`config.mk`:
```
export PLATFORM = sky130hd
export DESIGN_NAME = ir_filter_top
export DESIGN_NICKNAME = d
export VERILOG_FILES = /design/src/ir_types_pkg.sv /design/src/ir_regs_pkg.sv /design/src/frame_if.sv /design/src/apb_regs.sv /design/src/stream_to_frame.sv /design/src/test_pattern_gen.sv /design/src/frame_selector.sv /design/src/pixel_filter.sv /design/src/ir_filter_top.sv
export VERILOG_INCLUDE_DIRS = /design/src
export SDC_FILE = /design/constraint.sdc
export NUM_CORES = 1
export LEC_CHECK = 0
export BUFFER_PORTS_ARGS = -buffer_cell sky130_fd_sc_hd__buf_2
export CAP_MARGIN = 20
export CORE_MARGIN = 3
export CORE_UTILIZATION = 54
export CTS_BUF_LIST = sky130_fd_sc_hd__clkbuf_4
export DETAILED_ROUTE_END_ITERATION = 10
export HOLD_SLACK_MARGIN = 0.15
export PLACE_DENSITY = 0.8
export SETUP_SLACK_MARGIN = 0.3
export SLEW_MARGIN = 20
export SYNTH_ARGS = -nofsm -noshare
export SYNTH_HDL_FRONTEND = slang
export SYNTH_HIERARCHICAL = 1
export SYNTH_SLANG_ARGS = --single-unit
```
`constraint.sdc`:
```
create_clock -name clk -period 2.9 [get_ports clk]
set_input_delay 0.87 -clock clk [delete_from_list [all_inputs] [get_ports clk]]
set_output_delay 0.87 -clock clk [all_outputs]
set_load 0.01 [all_outputs]
```
`src/ir_filter_cfg.svh`:
```
`ifndef IR_FILTER_CFG_SVH
`define IR_FILTER_CFG_SVH

// Pixel format
`define PIX_W   8   // Bits per colour channel
`define CH_NUM  3   // Channels per pixel

// Image geometry
`define DIM_W   11  // Width and height fields and counters

// APB slave
`define APB_AW  8   // Address bits decoded
`define APB_DW  32

// Register values after reset
`define RST_WIDTH   11'd640
`define RST_HEIGHT  11'd480
`define RST_THR     8'h80

`endif

```
`src/ir_types_pkg.sv`:
```
`include "ir_filter_cfg.svh"

package ir_types_pkg;

  typedef logic [`PIX_W-1:0] chan_t;              // One colour channel

  typedef logic [`DIM_W-1:0] dim_t;               // Image dimension or coordinate

  typedef logic [`CH_NUM*`PIX_W-1:0] pix_word_t;  // Pixel as seen on tdata

  // Same 24 bits read as a flat word or per channel
  // Channel 0 sits in the low byte
  typedef union packed {
    pix_word_t              raw;
    chan_t [`CH_NUM-1:0]    ch;
  } pixel_t;

endpackage

```
`src/ir_regs_pkg.sv`:
```
`include "ir_filter_cfg.svh"

package ir_regs_pkg;

  // Byte offsets on the APB bus
  typedef enum logic [`APB_AW-1:0] {
    REG_CTRL = 8'h00,  // Bit 0 test mode enable
    REG_SIZE = 8'h04,  // Width 10..0 and height 26..16
    REG_FILT = 8'h08   // Mode 1..0 and threshold 15..8
  } reg_addr_e;

  // Code 3 is not listed and behaves as bypass
  typedef enum logic [1:0] {
    BYPASS = 2'd0,
    THRESH = 2'd1,
    INVERT = 2'd2
  } out_mode_e;

  typedef struct packed {
    logic                 test_mode_en;  // Route the pattern source
    ir_types_pkg::dim_t   img_width;
    ir_types_pkg::dim_t   img_height;
    out_mode_e            out_sel;       // Filter mode
    ir_types_pkg::chan_t  pix_corr_thr;  // Threshold for THRESH mode
  } cfg_t;

endpackage

```
`src/frame_if.sv`:
```
interface frame_if;
  import ir_types_pkg::*;

  logic   val;   // Source has a beat
  logic   rdy;   // Sink takes it
  pixel_t data;
  logic   sof;   // Start of frame
  logic   eof;   // End of frame
  logic   sol;   // Start of line
  logic   eol;   // End of line

  modport src (
    output val, data, sof, eof, sol, eol,
    input  rdy
  );

  modport snk (
    input  val, data, sof, eof, sol, eol,
    output rdy
  );

endinterface

```
`src/apb_regs.sv`:
```
`include "ir_filter_cfg.svh"

module apb_regs (
  input  logic                  clk,
  input  logic                  arst_n,
  input  logic [`APB_AW-1:0]    paddr,
  input  logic                  psel,
  input  logic                  penable,
  input  logic                  pwrite,
  input  logic [`APB_DW-1:0]    pwdata,
  output logic [`APB_DW-1:0]    prdata,
  output ir_regs_pkg::cfg_t     cfg
);
  import ir_regs_pkg::*;

  logic wr_en;

  assign wr_en = psel && penable && pwrite;  // Access phase of a write

  always_ff @(posedge clk or negedge arst_n) begin
    if (!arst_n) begin
      cfg.test_mode_en <= 1'b0;
      cfg.img_width    <= `RST_WIDTH;
      cfg.img_height   <= `RST_HEIGHT;
      cfg.out_sel      <= BYPASS;
      cfg.pix_corr_thr <= `RST_THR;
    end else if (wr_en) begin
      case (paddr)
        REG_CTRL: begin
          cfg.test_mode_en <= pwdata[0];
        end
        REG_SIZE: begin
          cfg.img_width  <= pwdata[`DIM_W-1:0];
          cfg.img_height <= pwdata[16 +: `DIM_W];
        end
        REG_FILT: begin
          cfg.out_sel      <= out_mode_e'(pwdata[1:0]);
          cfg.pix_corr_thr <= pwdata[8 +: `PIX_W];
        end
        default: ;  // Writes to holes are dropped
      endcase
    end
  end

  // Read data needs no strobe since there are no wait states
  always_comb begin
    prdata = '0;
    case (paddr)
      REG_CTRL: begin
        prdata[0] = cfg.test_mode_en;
      end
      REG_SIZE: begin
        prdata[`DIM_W-1:0]   = cfg.img_width;
        prdata[16 +: `DIM_W] = cfg.img_height;
      end
      REG_FILT: begin
        prdata[1:0]          = cfg.out_sel;
        prdata[8 +: `PIX_W]  = cfg.pix_corr_thr;
      end
      default: prdata = '0;
    endcase
  end

  // Bus master must hold psel through the access phase
  a_penable_in_sel : assert property (
    @(posedge clk) disable iff (!arst_n)
    penable |-> psel
  ) else $error("APB penable seen without psel");

endmodule

```
`src/stream_to_frame.sv`:
```
`include "ir_filter_cfg.svh"

module stream_to_frame (
  input  logic                          clk,
  input  logic                          arst_n,
  input  ir_regs_pkg::cfg_t             cfg,
  input  logic [`CH_NUM*`PIX_W-1:0]     s_tdata,
  input  logic                          s_tvalid,
  input  logic                          s_tuser,
  input  logic                          s_tlast,
  output logic                          s_tready,
  frame_if.src                          out
);
  import ir_types_pkg::*;

  dim_t col;
  dim_t row;
  dim_t row_cur;   // Row of the beat on the bus
  dim_t last_col;
  dim_t last_row;
  logic xfer;

  assign last_col = cfg.img_width - 1'b1;
  assign last_row = cfg.img_height - 1'b1;
  assign row_cur  = s_tuser ? '0 : row;  // Frame start restarts rows
  assign xfer     = s_tvalid && out.rdy;

  // Straight through the bus with no storage
  assign s_tready      = out.rdy;
  assign out.val       = s_tvalid;
  assign out.data.raw  = s_tdata;
  assign out.sof       = s_tuser;
  assign out.eol       = s_tlast;
  assign out.sol       = (col == '0);
  assign out.eof       = s_tlast && (row_cur == last_row);

  always_ff @(posedge clk or negedge arst_n) begin
    if (!arst_n) begin
      col <= '0;
      row <= '0;
    end else if (xfer) begin
      if (s_tlast) begin
        col <= '0;
        row <= (row_cur == last_row) ? '0 : row_cur + 1'b1;
      end else begin
        col <= col + 1'b1;
        row <= row_cur;
      end
    end
  end

  // Camera lines must match the programmed width
  a_tlast_at_width : assert property (
    @(posedge clk) disable iff (!arst_n)
    xfer && s_tlast |-> col == last_col
  ) else $error("Line end accepted away from the last column");

endmodule

```
`src/test_pattern_gen.sv`:
```
`include "ir_filter_cfg.svh"

module test_pattern_gen (
  input  logic               clk,
  input  logic               arst_n,
  input  ir_regs_pkg::cfg_t  cfg,
  frame_if.src               out
);
  import ir_types_pkg::*;

  dim_t col;
  dim_t row;
  dim_t last_col;
  dim_t last_row;
  dim_t col_x_row;
  logic mid_frame;
  logic line_end;
  logic frame_end;
  logic xfer;

  assign last_col  = cfg.img_width - 1'b1;
  assign last_row  = cfg.img_height - 1'b1;
  assign col_x_row = col ^ row;
  assign mid_frame = (col != '0) || (row != '0);

  // Compare with >= so a size change during a frame still wraps
  assign line_end  = (col >= last_col);
  assign frame_end = line_end && (row >= last_row);

  // A started frame is finished even after test mode drops
  // so the selector always sees its end of frame
  assign out.val = cfg.test_mode_en || mid_frame;
  assign xfer    = out.val && out.rdy;

  assign out.sof = !mid_frame;
  assign out.sol = (col == '0);
  assign out.eol = line_end;
  assign out.eof = frame_end;

  always_comb begin
    out.data.ch[0] = col[`PIX_W-1:0];
    out.data.ch[1] = row[`PIX_W-1:0];
    out.data.ch[2] = col_x_row[`PIX_W-1:0];
  end

  // Counters rest at zero once test mode is off
  always_ff @(posedge clk or negedge arst_n) begin
    if (!arst_n) begin
      col <= '0;
      row <= '0;
    end else if (xfer) begin
      if (line_end) begin
        col <= '0;
        row <= frame_end ? '0 : row + 1'b1;
      end else begin
        col <= col + 1'b1;
      end
    end
  end

endmodule

```
`src/frame_selector.sv`:
```
module frame_selector (
  input  logic               clk,
  input  logic               arst_n,
  input  ir_regs_pkg::cfg_t  cfg,
  frame_if.snk               cam,
  frame_if.snk               pat,
  frame_if.src               out
);

  logic sel_q;       // High routes the pattern source
  logic frame_open;
  logic xfer;

  assign xfer = out.val && out.rdy;

  assign out.val  = sel_q ? pat.val  : cam.val;
  assign out.data = sel_q ? pat.data : cam.data;
  assign out.sof  = sel_q ? pat.sof  : cam.sof;
  assign out.eof  = sel_q ? pat.eof  : cam.eof;
  assign out.sol  = sel_q ? pat.sol  : cam.sol;
  assign out.eol  = sel_q ? pat.eol  : cam.eol;

  // Idle source is stalled
  assign cam.rdy = !sel_q && out.rdy;
  assign pat.rdy = sel_q && out.rdy;

  always_ff @(posedge clk or negedge arst_n) begin
    if (!arst_n) begin
      sel_q      <= 1'b0;
      frame_open <= 1'b0;
    end else begin
      if (xfer && out.eof) begin
        frame_open <= 1'b0;
      end else if (xfer && out.sof) begin
        frame_open <= 1'b1;
      end
      // A frame opening this cycle keeps its source
      if (!frame_open && !(xfer && out.sof)) begin
        sel_q <= cfg.test_mode_en;
      end
    end
  end

  // Any beat short of the frame end keeps the source in place
  a_sel_stable_in_frame : assert property (
    @(posedge clk) disable iff (!arst_n)
    xfer && !out.eof |=> $stable(sel_q)
  ) else $error("Source switched in the middle of a frame");

endmodule

```
`src/pixel_filter.sv`:
```
`include "ir_filter_cfg.svh"

module pixel_filter (
  input  logic                          clk,
  input  logic                          arst_n,
  input  ir_regs_pkg::cfg_t             cfg,
  frame_if.snk                          in,
  output logic [`CH_NUM*`PIX_W-1:0]     m_tdata,
  output logic                          m_tvalid,
  output logic                          m_tuser,
  output logic                          m_tlast,
  input  logic                          m_tready
);
  import ir_types_pkg::*;
  import ir_regs_pkg::*;

  pixel_t filt_pix;
  logic   load;

  function automatic chan_t corr_chan(chan_t c, out_mode_e mode, chan_t thr);
    chan_t res;
    case (mode)
      THRESH:  res = (c >= thr) ? '1 : '0;
      INVERT:  res = ~c;  // Equals full scale minus c
      default: res = c;
    endcase
    return res;
  endfunction

  always_comb begin
    for (int i = 0; i < `CH_NUM; i++) begin
      filt_pix.ch[i] = corr_chan(in.data.ch[i], cfg.out_sel, cfg.pix_corr_thr);
    end
  end

  assign in.rdy = !m_tvalid || m_tready;  // Empty or draining
  assign load   = in.val && in.rdy;

  always_ff @(posedge clk or negedge arst_n) begin
    if (!arst_n) begin
      m_tvalid <= 1'b0;
    end else if (load) begin
      m_tvalid <= 1'b1;
    end else if (m_tready) begin
      m_tvalid <= 1'b0;
    end
  end

  always_ff @(posedge clk) begin
    if (load) begin
      m_tdata <= filt_pix.raw;
      m_tuser <= in.sof;
      m_tlast <= in.eol;
    end
  end

  // Frame start must fall on a line start
  a_markers_consistent : assert property (
    @(posedge clk) disable iff (!arst_n)
    in.val |-> !in.sof || in.sol
  ) else $error("Frame marker without matching line marker");

  a_hold_under_stall : assert property (
    @(posedge clk) disable iff (!arst_n)
    m_tvalid && !m_tready |=> m_tvalid && $stable(m_tdata)
  ) else $error("Output beat changed while stalled");

endmodule

```
`src/ir_filter_top.sv`:
```
`include "ir_filter_cfg.svh"

module ir_filter_top (
  input  logic                          clk,
  input  logic                          arst_n,
  input  logic [`APB_AW-1:0]            paddr,
  input  logic                          psel,
  input  logic                          penable,
  input  logic                          pwrite,
  input  logic [`APB_DW-1:0]            pwdata,
  output logic [`APB_DW-1:0]            prdata,
  input  logic [`CH_NUM*`PIX_W-1:0]     s_tdata,
  input  logic                          s_tvalid,
  input  logic                          s_tuser,   // Start of frame
  input  logic                          s_tlast,   // End of line
  output logic                          s_tready,
  output logic [`CH_NUM*`PIX_W-1:0]     m_tdata,
  output logic                          m_tvalid,
  output logic                          m_tuser,
  output logic                          m_tlast,
  input  logic                          m_tready
);
  import ir_regs_pkg::*;

  cfg_t cfg;

  frame_if cam_bus ();  // Camera stream
  frame_if pat_bus ();  // Test pattern
  frame_if sel_bus ();  // Into the filter

  apb_regs i_apb_regs (
    .clk     (clk     ),
    .arst_n  (arst_n  ),
    .paddr   (paddr   ),
    .psel    (psel    ),
    .penable (penable ),
    .pwrite  (pwrite  ),
    .pwdata  (pwdata  ),
    .prdata  (prdata  ),
    .cfg     (cfg     )
  );

  stream_to_frame i_stream_to_frame (
    .clk      (clk     ),
    .arst_n   (arst_n  ),
    .cfg      (cfg     ),
    .s_tdata  (s_tdata ),
    .s_tvalid (s_tvalid),
    .s_tuser  (s_tuser ),
    .s_tlast  (s_tlast ),
    .s_tready (s_tready),
    .out      (cam_bus )
  );

  test_pattern_gen i_test_pattern_gen (
    .clk    (clk    ),
    .arst_n (arst_n ),
    .cfg    (cfg    ),
    .out    (pat_bus)
  );

  frame_selector i_frame_selector (
    .clk    (clk    ),
    .arst_n (arst_n ),
    .cfg    (cfg    ),
    .cam    (cam_bus),
    .pat    (pat_bus),
    .out    (sel_bus)
  );

  pixel_filter i_pixel_filter (
    .clk      (clk     ),
    .arst_n   (arst_n  ),
    .cfg      (cfg     ),
    .in       (sel_bus ),
    .m_tdata  (m_tdata ),
    .m_tvalid (m_tvalid),
    .m_tuser  (m_tuser ),
    .m_tlast  (m_tlast ),
    .m_tready (m_tready)
  );

endmodule

```
## After elaboration in Yosys (flattened, before gate mapping)

Index checks and enable logic that the tools add are counted.

| storage, ports and cells | value |
|---|---|
| register bits | 95 |
| output and inout port bits | 60 |

| cells by class | value |
|---|---|
| $add $sub $neg | 5 |
| $lt $le $gt $ge | 5 |
| equal/unequal tests | 5 |
| muxes and demuxes | 26 |
| bitwise operators | 4 |
| reduce and logical (&&, ||, !) cells | 29 |

Operators by type and width:

| operator | count |
|---|---|
| $mux W11 | 6 |
| $pmux W8 S2 | 3 |
| $add A11 B1 Y11 const B | 3 |
| $ge A8 B8 Y1 | 3 |
| $mux W24 | 1 |
| $mux W8 | 3 |
| $not A8 Y8 | 3 |
| $ge A11 B11 Y1 | 2 |
| $reduce_bool A11 Y1 | 2 |
| $sub A11 B1 Y11 const B | 2 |
| $logic_and A1 B1 Y1 | 12 |
| $eq A11 B11 Y1 | 1 |
| $eq A8 B3 Y1 const B | 1 |
| $eq A8 B4 Y1 const B | 1 |
| $logic_not A8 Y1 | 1 |
| $mux W1 | 8 |
| $reduce_and A2 Y1 | 4 |
| $xor A8 B8 Y8 | 1 |
| $mux W6 | 1 |
| $pmux W3 S2 | 1 |
| $logic_not A1 Y1 | 5 |
| $mux W5 | 1 |
| $reduce_bool A2 Y1 | 2 |
| $logic_or A1 B1 Y1 | 3 |
| other kinds (4) | 4 |

## Depth between registers and ports, before layout

Gate-level depths: netlist of the first run.

| logic depth | value |
|---|---|
| word-level depth | 8 |
| gate-level depth with buffers | 14 |
| gate-level depth less buffers | 13 |

## Cells and area by module

The synthesis of the first run kept the hierarchy.

Modules (own cells, without submodules):

| module | instances | cells an instance | area each (um2) | sequential area each (um2) |
|---|---|---|---|---|
| test_pattern_gen | 1 | 269 | 2361.0 | 550.5 |
| pixel_filter | 1 | 149 | 1859.3 | 805.8 |
| stream_to_frame | 1 | 225 | 1848.0 | 550.5 |
| apb_regs | 1 | 123 | 1601.5 | 834.6 |
| frame_selector | 1 | 43 | 462.9 | 50.0 |

## Worst setup path after synthesis of the first run

OpenSTA, ideal clock, no wires.

| timing path | value |
|---|---|
| path type | input to output |
| from | input paddr[1] |
| to | output prdata[16] |
| arrival time | 1.961 ns |
| data required time | 2.030 ns |
| slack | 0.069 ns |
| stages | 5 |
| path buffers | 2 |
| cell sequence | nor4_4 and3_2 buf_2 clkbuf_2 and2_1 |

| on the way | value |
|---|---|
| word-level cells in the longest chain between the ends | 2 |

RTL lines:

| element | RTL line | source |
|---|---|---|
| start, declared | ir_filter_top.sv:6 | `` input logic [`APB_AW-1:0] paddr, `` |
| $eq A8 B3 Y1 | apb_regs.sv:48 | `case (paddr)` |
| $mux W11 | apb_regs.sv:48 |  |
| end, declared | ir_filter_top.sv:11 | `` output logic [`APB_DW-1:0] prdata, `` |

No other way between the ends.

## Final worst setup path of the first run

| timing path | value |
|---|---|
| from | input paddr[4] |
| to | output prdata[12] |

| on the way | value |
|---|---|
| word-level cells in the longest chain between the ends | 2 |

RTL lines:

| element | RTL line |
|---|---|
| $eq A8 B4 Y1 | apb_regs.sv:48 |
| $mux W5 | apb_regs.sv:48 |

No other way between the ends.

==> summary.txt, run 1 <==
Clock tree
  • Hold Buf Count CTS: 0
  • Clk slew on worst S/H paths: 0.16 ns
  • Root buf cell: clkbuf_4
  • CTS tree: yes
  • H-tree levels: 3
  • Clock tree buffer depth: 2
  • CTS buffer count: 9
  • Clock sinks: 95
  • Worst skew pair latency: 0.49 ns

STA
  • Final hold vios: 0
  • Final setup TNS: 0 ns
  • Final Cycle Share: 0.989
  • Max Slew Vio Count: 0
  • Minimum clock period: 2.87 ns
  • Worst Skew: 0.0298 ns
  • Worst slew pin tran: 0.816 ns
  • Slew headroom: 0.454
  • RSZ-0062 raised after global routing: yes
  • Final setup fails: 0
  • Max Fclk: 349 MHz

Cells and area
  • Most common cell after layout, fill and taps aside: buf_2
  • Design Area, Final: 0.00883 mm²
  • Multi-input gate area: 0.00471 mm²
  • Share of post-route cells with drive strength above 1: 0.430
  • Area Overhead vs Synth: 16.6%
  • Register area: 0.00253 mm²
  • Commonest cells after routing, fill and taps aside: 114 x buf_2, 60 x mux2_2, 56 x nand2_1, 54 x dfrtp_1, 54 x ha_1
  • Fillers: 1019
  • Layout Nets: 989

Worst setup path
  • Beginning of the critical path: paddr[4]
  • Arr. time, crit path: 2.00 ns
  • CP max FO: 5
  • Setup crit start kind: input port
  • Reg2reg start: i_apb_regs/cfg[25]
  • Worst setup endpoint: prdata[12]
  • Crit end category: output port
  • Type of the worst setup path: in2out
  • Req. time, crit path: 2.03 ns
  • Depth of the most critical reg-to-reg path: 12
  • Reg-to-reg slack, setup: 0.13 ns
  • Reg2Reg Capture Point: i_frame_selector/frame_open

Drt
  • Post-route ant nets: 0
  • Per-cell routed wire length: 17.6 µm
  • Drt initial violations: 423
  • Average via count per standard cell: 5.82
  • First-pass DRT Iterations: 7
  • Drt drc: 0
  • Total Routed Length: 18300 µm
  • Vias: 6063

Placed design
  • Hpwl dp: 13100 µm
  • Routability cong.: 0.883
  • I/O Buffers: 122
  • Placed cell area: 0.00820 mm²

Global route
  • Initial antenna violation count: 1
  • Tot GR Track Use: 0.224
  • Vias in the first global route: 5791
  • Pin count of the biggest net entering global routing: 49
  • First-pass GRT wire length: 28900 µm
  • Remaining Overflow, GRT: 0

Power
  • Pwr per Cell Area: 311 mW/mm²
  • Pwr Total: 2.75 mW
  • P_leak: 4.11 nW
  • Largest vdd supply drop: 0.230 mV

Floorplan
  • Chip width: 124 µm
  • Core area: 0.0135 mm²
  • # rows: 42
  • I/O pin count: 133
  • Starting Density: 0.561
  • Die height: 124 µm
  • DIE AREA: 0.0155 mm²

Job
  • Max-cap violations: 0

Outcome
  • Status: finished clean

Logic synthesis
  • Syn. warnings: 6
  • Syn_area_per_cell: 10.1 µm²
  • Cell Area, Synth: 0.00758 mm²
  • Post-Synthesis Cells: 751

Worst hold path
  • Worst hold-check path type: in2async
[cell type report]
class,count,share of cell area
antenna,1,0.000283
clock buffer,9,0.00765
clock inverter,7,0.00595
inverter,28,0.0127
multi-input combinational,552,0.533
sequential,95,0.286
tap,176,0.0249
timing repair buffer,174,0.130
[metal layers]
metal,vias to the layer above,GRT usage,share of wire,wire (µm)
met3,43,0.0407,0.057,1050
met1,2896,0.304,0.44,7980
met5,-,0,0,0
li1,2902,-,-,-
met4,0,0.0780,0.029,537
met2,222,0.361,0.48,8740
[per-stage QoR]
stage,utilization,hold WS (ns),setup WS (ns),instances
floorplan,-,0.494,0.127,755
global placement,0.607,0.513,0.115,1005
detailed placement,0.607,0.519,0.0805,1005
CTS,0.629,0.331,0.100,1030
global route,0.654,0.374,-0.0177,1042
finish,0.654,0.354,0.0312,1042
[worst min-delay path by stage]
| stage | from | depth (start not counted) | to | slack [ns] |
|---|---|---|---|---|
| floorplan | i_apb_regs/cfg[3] | 1 | i_apb_regs/cfg[3] | 0.49 |
| global placement | i_apb_regs/cfg[3] | 1 | i_apb_regs/cfg[3] | 0.51 |
| detailed placement | i_apb_regs/cfg[6] | 1 | i_apb_regs/cfg[6] | 0.52 |
| CTS | arst_n | 1 | i_test_pattern_gen/row[8] | 0.33 |
| global route | arst_n | 1 | i_test_pattern_gen/row[9] | 0.37 |
| finish | arst_n | 1 | i_test_pattern_gen/row[8] | 0.35 |
[critical path: stages]
cell and delay, ns:
buf_6 0.10, nor4_4 0.32, buf_4 0.17, buf_6 0.10
and2_4 0.15, and3_4 0.18, buf_6 0.10
[where the power goes]
part	internal, mW	switching, mW	total (mW)
clock network	0.186	0.504	0.690
registers	1.44	0.0662	1.50
logic	0.265	0.293	0.558
total	1.89	0.864	2.75
[repair_timing]
item | in CTS | in global routing
resized for setup | 27 | 64
buffers inserted | 9 | 11
setup endpoints to repair | 62 | 101
pin swaps | 23 | 39
[registers in the layout (all words and copies together) (netlist names)]
name / count
i_test_pattern_gen/col: 11
i_frame_selector/sel_q: 1
i_frame_selector/frame_open: 1
i_pixel_filter/m_tuser: 1
i_test_pattern_gen/row: 11
i_pixel_filter/m_tdata: 24
i_pixel_filter/m_tlast: 1
i_stream_to_frame/row: 11
i_pixel_filter/m_tvalid: 1
i_apb_regs/cfg: 33
Note: power is estimated with default switching activity, not from simulation.
==> inputs of run 2 (changes only) <==
Settings changed: CORE_UTILIZATION 54 to 52, PLACE_DENSITY 0.8 to 0.79, SYNTH_HIERARCHICAL 1 to default.
==> run 2 against run 1 <==
- the run now ends with setup timing left
- largest power group unchanged
- first-iteration DRC count rose by 110%
- clock skew fell by 0.0029 ns
- combinational power rose by 31%
==> summary.txt, run 2 <==
STA
  • Hold Slack: 0.389 ns (+0.0354 ns)
  • Max Slew Vio Count: 0 (unchanged)
  • RSZ-0062 raised after global routing: yes
  • Final setup TNS: -9.06 ns (-9.06 ns)
  • Final hold vios: 0 (unchanged)
  • Minimum clock period: 3.22 ns (+0.351 ns)
  • Worst slew pin tran: 1.30 ns (+0.480 ns)
  • Max Fclk: 311 MHz (-11%)
  • Final Cycle Share: 1.11 (+0.121)
  • Slew headroom: 0.135 (-0.318)
  • Final worst slack: -0.320 ns (-0.351 ns)
  • Worst Skew: 0.0269 ns (-0.00293 ns)
  • Final setup fails: 67 (+67)

Cells and area
  • Layout Nets: 1057 (+6.9%)
  • Fillers: 681 (-33%)
  • Top Registers: i_apb_regs.cfg x33, i_pixel_filter.m_tdata x24
  • Area Overhead vs Synth: 45.7%
  • Most common cell after layout, fill and taps aside: buf_2
  • Commonest cells after routing, fill and taps aside: 102 x buf_2, 95 x buf_4, 58 x dfrtp_1, 51 x nand2_1, 47 x ha_1
  • Number of flip-flops in the largest register: 33 (unchanged)
  • Reg with most FFs: i_apb_regs.cfg
  • Share of post-route cells with drive strength above 1: 0.511 (+0.0806)

Clock tree
  • Hold Buf Count CTS: 0 (unchanged)
  • Root buf cell: clkbuf_4
  • Worst skew pair latency: 0.50 ns (about the same)
  • CTS buffer count: 9 (unchanged)
  • Clock tree buffer depth: 2 (unchanged)
  • Clk slew on worst S/H paths: 0.16 ns (about the same)
  • H-tree levels: 3 (unchanged)
  • Clock sinks: 95 (unchanged)
  • CTS tree: yes

Worst setup path
  • CP max stage delay: 0.48 ns (+0.16 ns)
  • Type of the worst setup path: reg2reg
  • Arr. time, crit path: 3.59 ns (+1.59 ns)
  • Crit-path slowest cell: or4b_1
  • Req. time, crit path: 3.27 ns (+1.24 ns)
  • CP Cell Sequence: inv_2, ha_4, or4_1, and3_1, a2111oi_0, or4b_1, a211o_1, o21a_4, and3_4, a221o_1
  • Setup crit start kind: flop
  • CP max FO: 5 (unchanged)
  • Crit end category: flop

Global route
  • Pin count of the biggest net entering global routing: 45 (-8.2%)
  • Tot GR Track Use: 0.285 (+0.0609)
  • Vias in the first global route: 6505 (+12%)
  • Remaining Overflow, GRT: 0 (unchanged)
  • Initial antenna violation count: 3 (+2)
  • First-pass GRT wire length: 32600 µm (+13%)

Logic synthesis
  • Main area contributors after synthesis: dfrtp_1 23%, edfxtp_1 12%, ha_1 10%
  • Post-synth top area share: 0.232
  • Number of synthesized register bits: 95
  • Syn_area_per_cell: 9.44 µm² (-6.4%)
  • Post-synth EDFFs: 26
  • Post-Synthesis Cells: 708 (-5.7%)
  • Ranking of synthesized cells by instance count: 62 x dfrtp_1, 57 x nand2_1, 55 x ha_1
  • Ys async rst share: 0.726
  • Count leader, synth: dfrtp_1
  • Post-synth cell types: 61
  • Synth Flop Type: dfrtp_1
  • Syn. warnings: 0 (-6)
  • Register area share after synthesis: 0.376
  • Dominant cell type by area after synthesis: dfrtp_1
  • Cell Area, Synth: 0.00668 mm² (-12%)

Floorplan
  • Starting Density: 0.545 (-0.0160)
  • Core area: 0.0123 mm² (-9.2%)
  • I/O pin count: 133 (unchanged)
  • Die height: 119 µm (-4.1%)
  • Chip width: 119 µm (-4.1%)
  • DIE AREA: 0.0143 mm² (-8.0%)
  • # rows: 40 (-4.8%)

Outcome
  • Status: finished, violations left
  • Failing checks: setup timing

Drt
  • Drt drc: 0 (unchanged)
  • Total Routed Length: 25600 µm (+40%)
  • Average via count per standard cell: 6.44 (+11%)
  • First-pass DRT Iterations: 6 (-1)
  • Drt initial violations: 895 (+110%)
  • Vias: 7114 (+17%)
  • Post-route ant nets: 0 (unchanged)
  • Per-cell routed wire length: 23.2 µm (+32%)

Power
  • Pwr Total: 3.01 mW (+9.5%)
  • Largest vdd supply drop: 0.228 mV (-0.97%)
  • P_leak: 4.47 nW (+8.9%)
  • Pwr per Cell Area: 309 mW/mm² (-0.69%)

Job
  • Max-cap violations: 0 (unchanged)

Placed design
  • Worst slack, placed: -0.479 ns (-0.560 ns)
  • Hpwl dp: 13900 µm (+6.1%)
  • I/O Buffers: 122 (unchanged)
  • Routability cong.: 0.893 (+1.2%)

Worst hold path
  • Worst hold-check path type: in2async
run 2: changes by cell type in the layout (fill, tap and decap cells not counted), sizes merged, moves of 10 or more:
cell	previous run	this run
a21oi	18	40
a22oi	4	16
buf	174	242
inv	33	48
mux2	61	36
mux2i	5	21
o211ai	32	2
o21ai	27	37
run 2: cell type report:
| type | instances | area (µm²) | share of cell area |
|---|---|---|---|
| Timing Repair Buffer | 243 | 1840 | 0.189 |
| Tap cell | 168 | 210 | 0.0216 |
| Sequential cell | 95 | 2520 | 0.259 |
| Clock inverter | 4 | 55.1 | 0.00565 |
| Inverter | 49 | 188 | 0.0193 |
| Clock buffer | 12 | 90.1 | 0.00925 |
| Multi-Input combinational cell | 531 | 4830 | 0.496 |
| Antenna cell | 3 | 7.51 | 0.000771 |
run 2: final timing paths:
path | from | endpoint | slack, ns | depth (start not counted)
min | arst_n | i_apb_regs.cfg[5] | 0.39 | 1
min in group clk | i_apb_regs.cfg[3] | i_apb_regs.cfg[3] | 0.56 | 1
max in group asynchronous | arst_n | i_apb_regs.cfg[15] | 1.74 | 2
max reg2reg | i_apb_regs.cfg[10] | i_stream_to_frame.row[9] | -0.32 | 10
max | i_apb_regs.cfg[10] | i_stream_to_frame.row[9] | -0.32 | 10
min reg2reg | i_apb_regs.cfg[3] | i_apb_regs.cfg[3] | 0.56 | 1
run 2: cells by family (layout without fill, tap and decap cells):
family	count (synthesis)	in the layout	synth area share
and+or+nand+nor	223	224	0.174
xor gates and xnor gates	35	35	0.0481
DFF	95	95	0.376
AOI/OAI and AO/OA	155	155	0.152
adders and majority gates	55	55	0.103
buffers and inverters	87	308	0.0537
other	1	8	0.000561
muxes	57	57	0.0921
run 2: critical path, delay by kind of cell (launching register included):
| kind | cells | cell delay, ns |
|---|---|---|
| flops | 1 | 0.44 |
| compound gates | 4 | 1.09 |
| simple gates | 4 | 1.29 |
| buf+inv | 1 | 0.09 |
| fa+ha+maj | 1 | 0.20 |
run 2: routing by layer:
layer	track usage	share of wire	up-vias
li1	-	-	3000
met1	0.374	0.35	3373
met2	0.468	0.47	551
met3	0.0399	0.099	190
met4	0.135	0.078	0
met5	0	0	-
run 2: what timing repair did:
item,in CTS,in global routing
gates resized for setup,111,106
buffers inserted,18,24
cloned,3,0
pin swaps,49,42
setup endpoints to repair,95,86
run 2: where the power goes:
group	total [mW]	internal (mW)	switching (mW)
Sequential	1.49	1.44	0.0501
Combinational	0.730	0.337	0.393
Clock	0.793	0.297	0.496
run 2: per-stage QoR:
step           cell area, µm²  std cells   util
3_3_place_gp             8190       1041  0.668
3_5_place_dp             8190       1041  0.668
4_1_cts                  9010       1078  0.734
2_1_floorplan            6980        712      -
5_1_grt                  9740       1105  0.794
6_report                 9740       1105  0.794
==> inputs of run 3 (changes only) <==
Settings changed: GPL_TIMING_DRIVEN from default to 0.
==> run 3 against run 2 <==
- the flow still finishes with violations (setup timing)
- combinational power fell by 8.2%
- core utilization is 0.14 points lower
- worst hold slack worse by 0.10 ns
- cell count shrank 0.63%
- total power decreased by 2.6%
- clock-buffer cell count fell by 2
- clock skew about the same
- global-route usage up 0.34 points
- wire length down 7.6%
- maximum frequency shrank 2.1%
- register-to-register slack worse by 0.07 ns
- flip-flop and latch count did not move
- critical endpoint is now i_test_pattern_gen.row[10]
==> summary.txt, run 3 (synthesized netlist as in run 2, its figures left out) <==
STA
  • Worst slew pin tran: 0.672 ns (-0.625 ns)
  • Slew headroom: 0.546 (+0.410)
  • Final Cycle Share: 1.13 (+0.0241)
  • Max Slew Vio Count: 0 (unchanged)
  • Worst Skew: 0.0265 ns (-0.000373 ns)
  • Max Fclk: 304 MHz (-2.1%)
  • Final hold vios: 0 (unchanged)
  • Final setup fails: 76 (+13%)
  • RSZ-0062 raised after global routing: yes
  • Final worst slack: -0.390 ns (-0.0700 ns)
  • Minimum clock period: 3.29 ns (+0.0700 ns)

Floorplan
  • Chip width: 119 µm (unchanged)
  • # rows: 40 (unchanged)
  • I/O pin count: 133 (unchanged)
  • DIE AREA: 0.0143 mm² (unchanged)
  • Die height: 119 µm (unchanged)
  • Starting Density: 0.545 (unchanged)
  • Core area: 0.0123 mm² (unchanged)

Worst setup path
  • Reg2reg start: i_apb_regs.cfg[11]
  • Type of the worst setup path: reg2reg
  • Crit end category: flop
  • Depth of the most critical reg-to-reg path: 15 (+5)
  • CP Cell Sequence: clkbuf_8, inv_4, ha_4, nor3b_4, xnor2_2, ha_1, a21o_1, a21o_1, a21oi_1, o21ai_1, a21o_1, a2111oi_4, nor3_4, nor4_2, a211o_1
  • Beginning of the critical path: i_apb_regs.cfg[11]
  • CP dominant cell by count: a21o_1
  • CP max FO: 5 (unchanged)
  • CP max stage delay: 0.39 ns (-0.09 ns)
  • Reg-to-reg slack, setup: -0.39 ns (-0.07 ns)
  • Arr. time, crit path: 3.77 ns (+0.18 ns)
  • Setup crit start kind: flop
  • Req. time, crit path: 3.38 ns (+0.11 ns)
  • Crit-path slowest cell: dfrtp_1
  • Reg2Reg Capture Point: i_test_pattern_gen.row[10]

Cells and area
  • Top Registers: i_apb_regs.cfg x33, i_pixel_filter.m_tdata x24
  • Reg with most FFs: i_apb_regs.cfg
  • Layout Nets: 1052 (-0.47%)
  • Area Overhead vs Synth: 45.4%
  • Share of post-route cells with drive strength above 1: 0.491 (-0.0199)
  • Commonest cells after routing, fill and taps aside: 103 x buf_2, 65 x buf_4, 54 x dfrtp_1, 53 x nand2_1, 47 x ha_1
  • Non-Filler Instances: 1098 (-0.63%)
  • Fillers: 651 (-4.4%)
  • Number of flip-flops in the largest register: 33 (unchanged)
  • Most common cell after layout, fill and taps aside: buf_2

Global route
  • Tot GR Track Use: 0.289 (+0.00344)
  • First-pass GRT wire length: 33000 µm (+1.3%)
  • Initial antenna violation count: 1 (-2)
  • Vias in the first global route: 6471 (-0.52%)
  • Remaining Overflow, GRT: 0 (unchanged)
  • Pin count of the biggest net entering global routing: 38 (-16%)

Placed design
  • I/O Buffers: 121 (-0.82%)
  • Hpwl dp: 13400 µm (-3.6%)
  • Cells after DPL: 1002 (-3.7%)
  • Worst slack, placed: -0.725 ns (-0.246 ns)
  • Routability cong.: 0.910 (+1.9%)

Drt
  • Drt initial violations: 808 (-9.7%)
  • Post-route ant nets: 0 (unchanged)
  • Vias: 6962 (-2.1%)
  • Total Routed Length: 23700 µm (-7.6%)
  • Average via count per standard cell: 6.34 (-1.5%)
  • Per-cell routed wire length: 21.5 µm (-7.0%)
  • First-pass DRT Iterations: 5 (-1)
  • Drt drc: 0 (unchanged)

Worst hold path
  • Worst hold-check path type: in2async

Clock tree
  • CTS buffer count: 9 (unchanged)
  • Hold Buf Count CTS: 0 (unchanged)
  • Clock sinks: 95 (unchanged)
  • Clock tree buffer depth: 2 (unchanged)
  • Clk slew on worst S/H paths: 0.16 ns (about the same)
  • CTS tree: yes
  • H-tree levels: 3 (unchanged)
  • Root buf cell: clkbuf_4
  • Worst skew pair latency: 0.52 ns (+0.02 ns)

Outcome
  • Failing checks: setup timing
  • Status: finished, violations left

Power
  • P_leak: 4.47 nW (-0.17%)
  • Largest vdd supply drop: 0.261 mV (+14%)
  • Pwr per Cell Area: 302 mW/mm² (-2.5%)

Job
  • Max-cap violations: 0 (unchanged)
run 3: cell count changes in the layout (fill, tap and decap cells not counted), moves of 5 or more:
cell,before,now
a21oi_1,14,25
a21oi_2,26,15
clkbuf_2,0,5
buf_4,95,65
buf_6,37,31
clkbuf_1,0,8
buf_8,1,7
run 3: routing by layer:
metal  routed length [µm]  vias to the layer above  global-route usage
met1                 8650                     3322               0.383
met5                    0                        -                   0
li1                     -                     2987                   -
met2                11400                      512               0.479
met4                 1440                        0               0.115
met3                 2160                      141              0.0389
run 3: area by class of cell:
cell class                 instances  area (µm²)  area share
antenna                            1        2.50    0.000257
clock inverter                     6        58.8     0.00605
buffer                            38         324      0.0333
tap                              168         210      0.0216
timing repair buffer             199        1460       0.151
clock buffer                      10        75.1     0.00772
inverter                          49         193      0.0198
sequential                        95        2530       0.260
multi-input combinational        532        4870       0.501
run 3: report_power, final:
group          switching [mW]  internal [mW]
combinational           0.368          0.302
sequential             0.0606           1.44
clock                   0.495          0.268
run 3: timing repair:
action / 4_1_cts / 5_1_grt
buffers inserted: 50 / 21
pin swaps: 67 / 45
gates resized for setup: 146 / 102
gates cloned: 6 / 2
setup endpoints to repair: 113 / 114
run 3: per-stage QoR:
stage / hold slack, ns / power (mW) / instance area (µm²) / setup TNS (ns) / util
after floorplan: 0.465 / 1.82 / 6980 / -1.87 / -
after global placement: 0.490 / 1.98 / 7790 / -18.24 / 0.636
after detailed placement: 0.497 / 2.01 / 7820 / -24.33 / 0.637
after CTS: 0.306 / 2.81 / 9130 / -8.19 / 0.745
after global routing: 0.297 / 3.03 / 9720 / -16.42 / 0.793
final: 0.286 / 2.93 / 9720 / -12.28 / 0.793
run 3: worst max-delay path: cells and delay by family (launching register included):
family	cells	cell delay [ns]
compound gates	7	1.26
xor+xnor	1	0.14
fa+ha+maj	2	0.48
buf+inv	2	0.20
flops	1	0.39
simple gates	3	0.77
run 3: worst max path at each step:
stage | endpoint | slack [ns] | cells past startpoint
after global placement | i_stream_to_frame.row[8] | -0.66 | 10
after global routing | i_stream_to_frame.row[8] | -0.52 | 12
after detailed placement | i_stream_to_frame.row[8] | -0.73 | 10
final | i_test_pattern_gen.row[10] | -0.39 | 15
after floorplan | i_stream_to_frame.row[9] | -0.34 | 8
after CTS | i_stream_to_frame.row[8] | -0.37 | 12
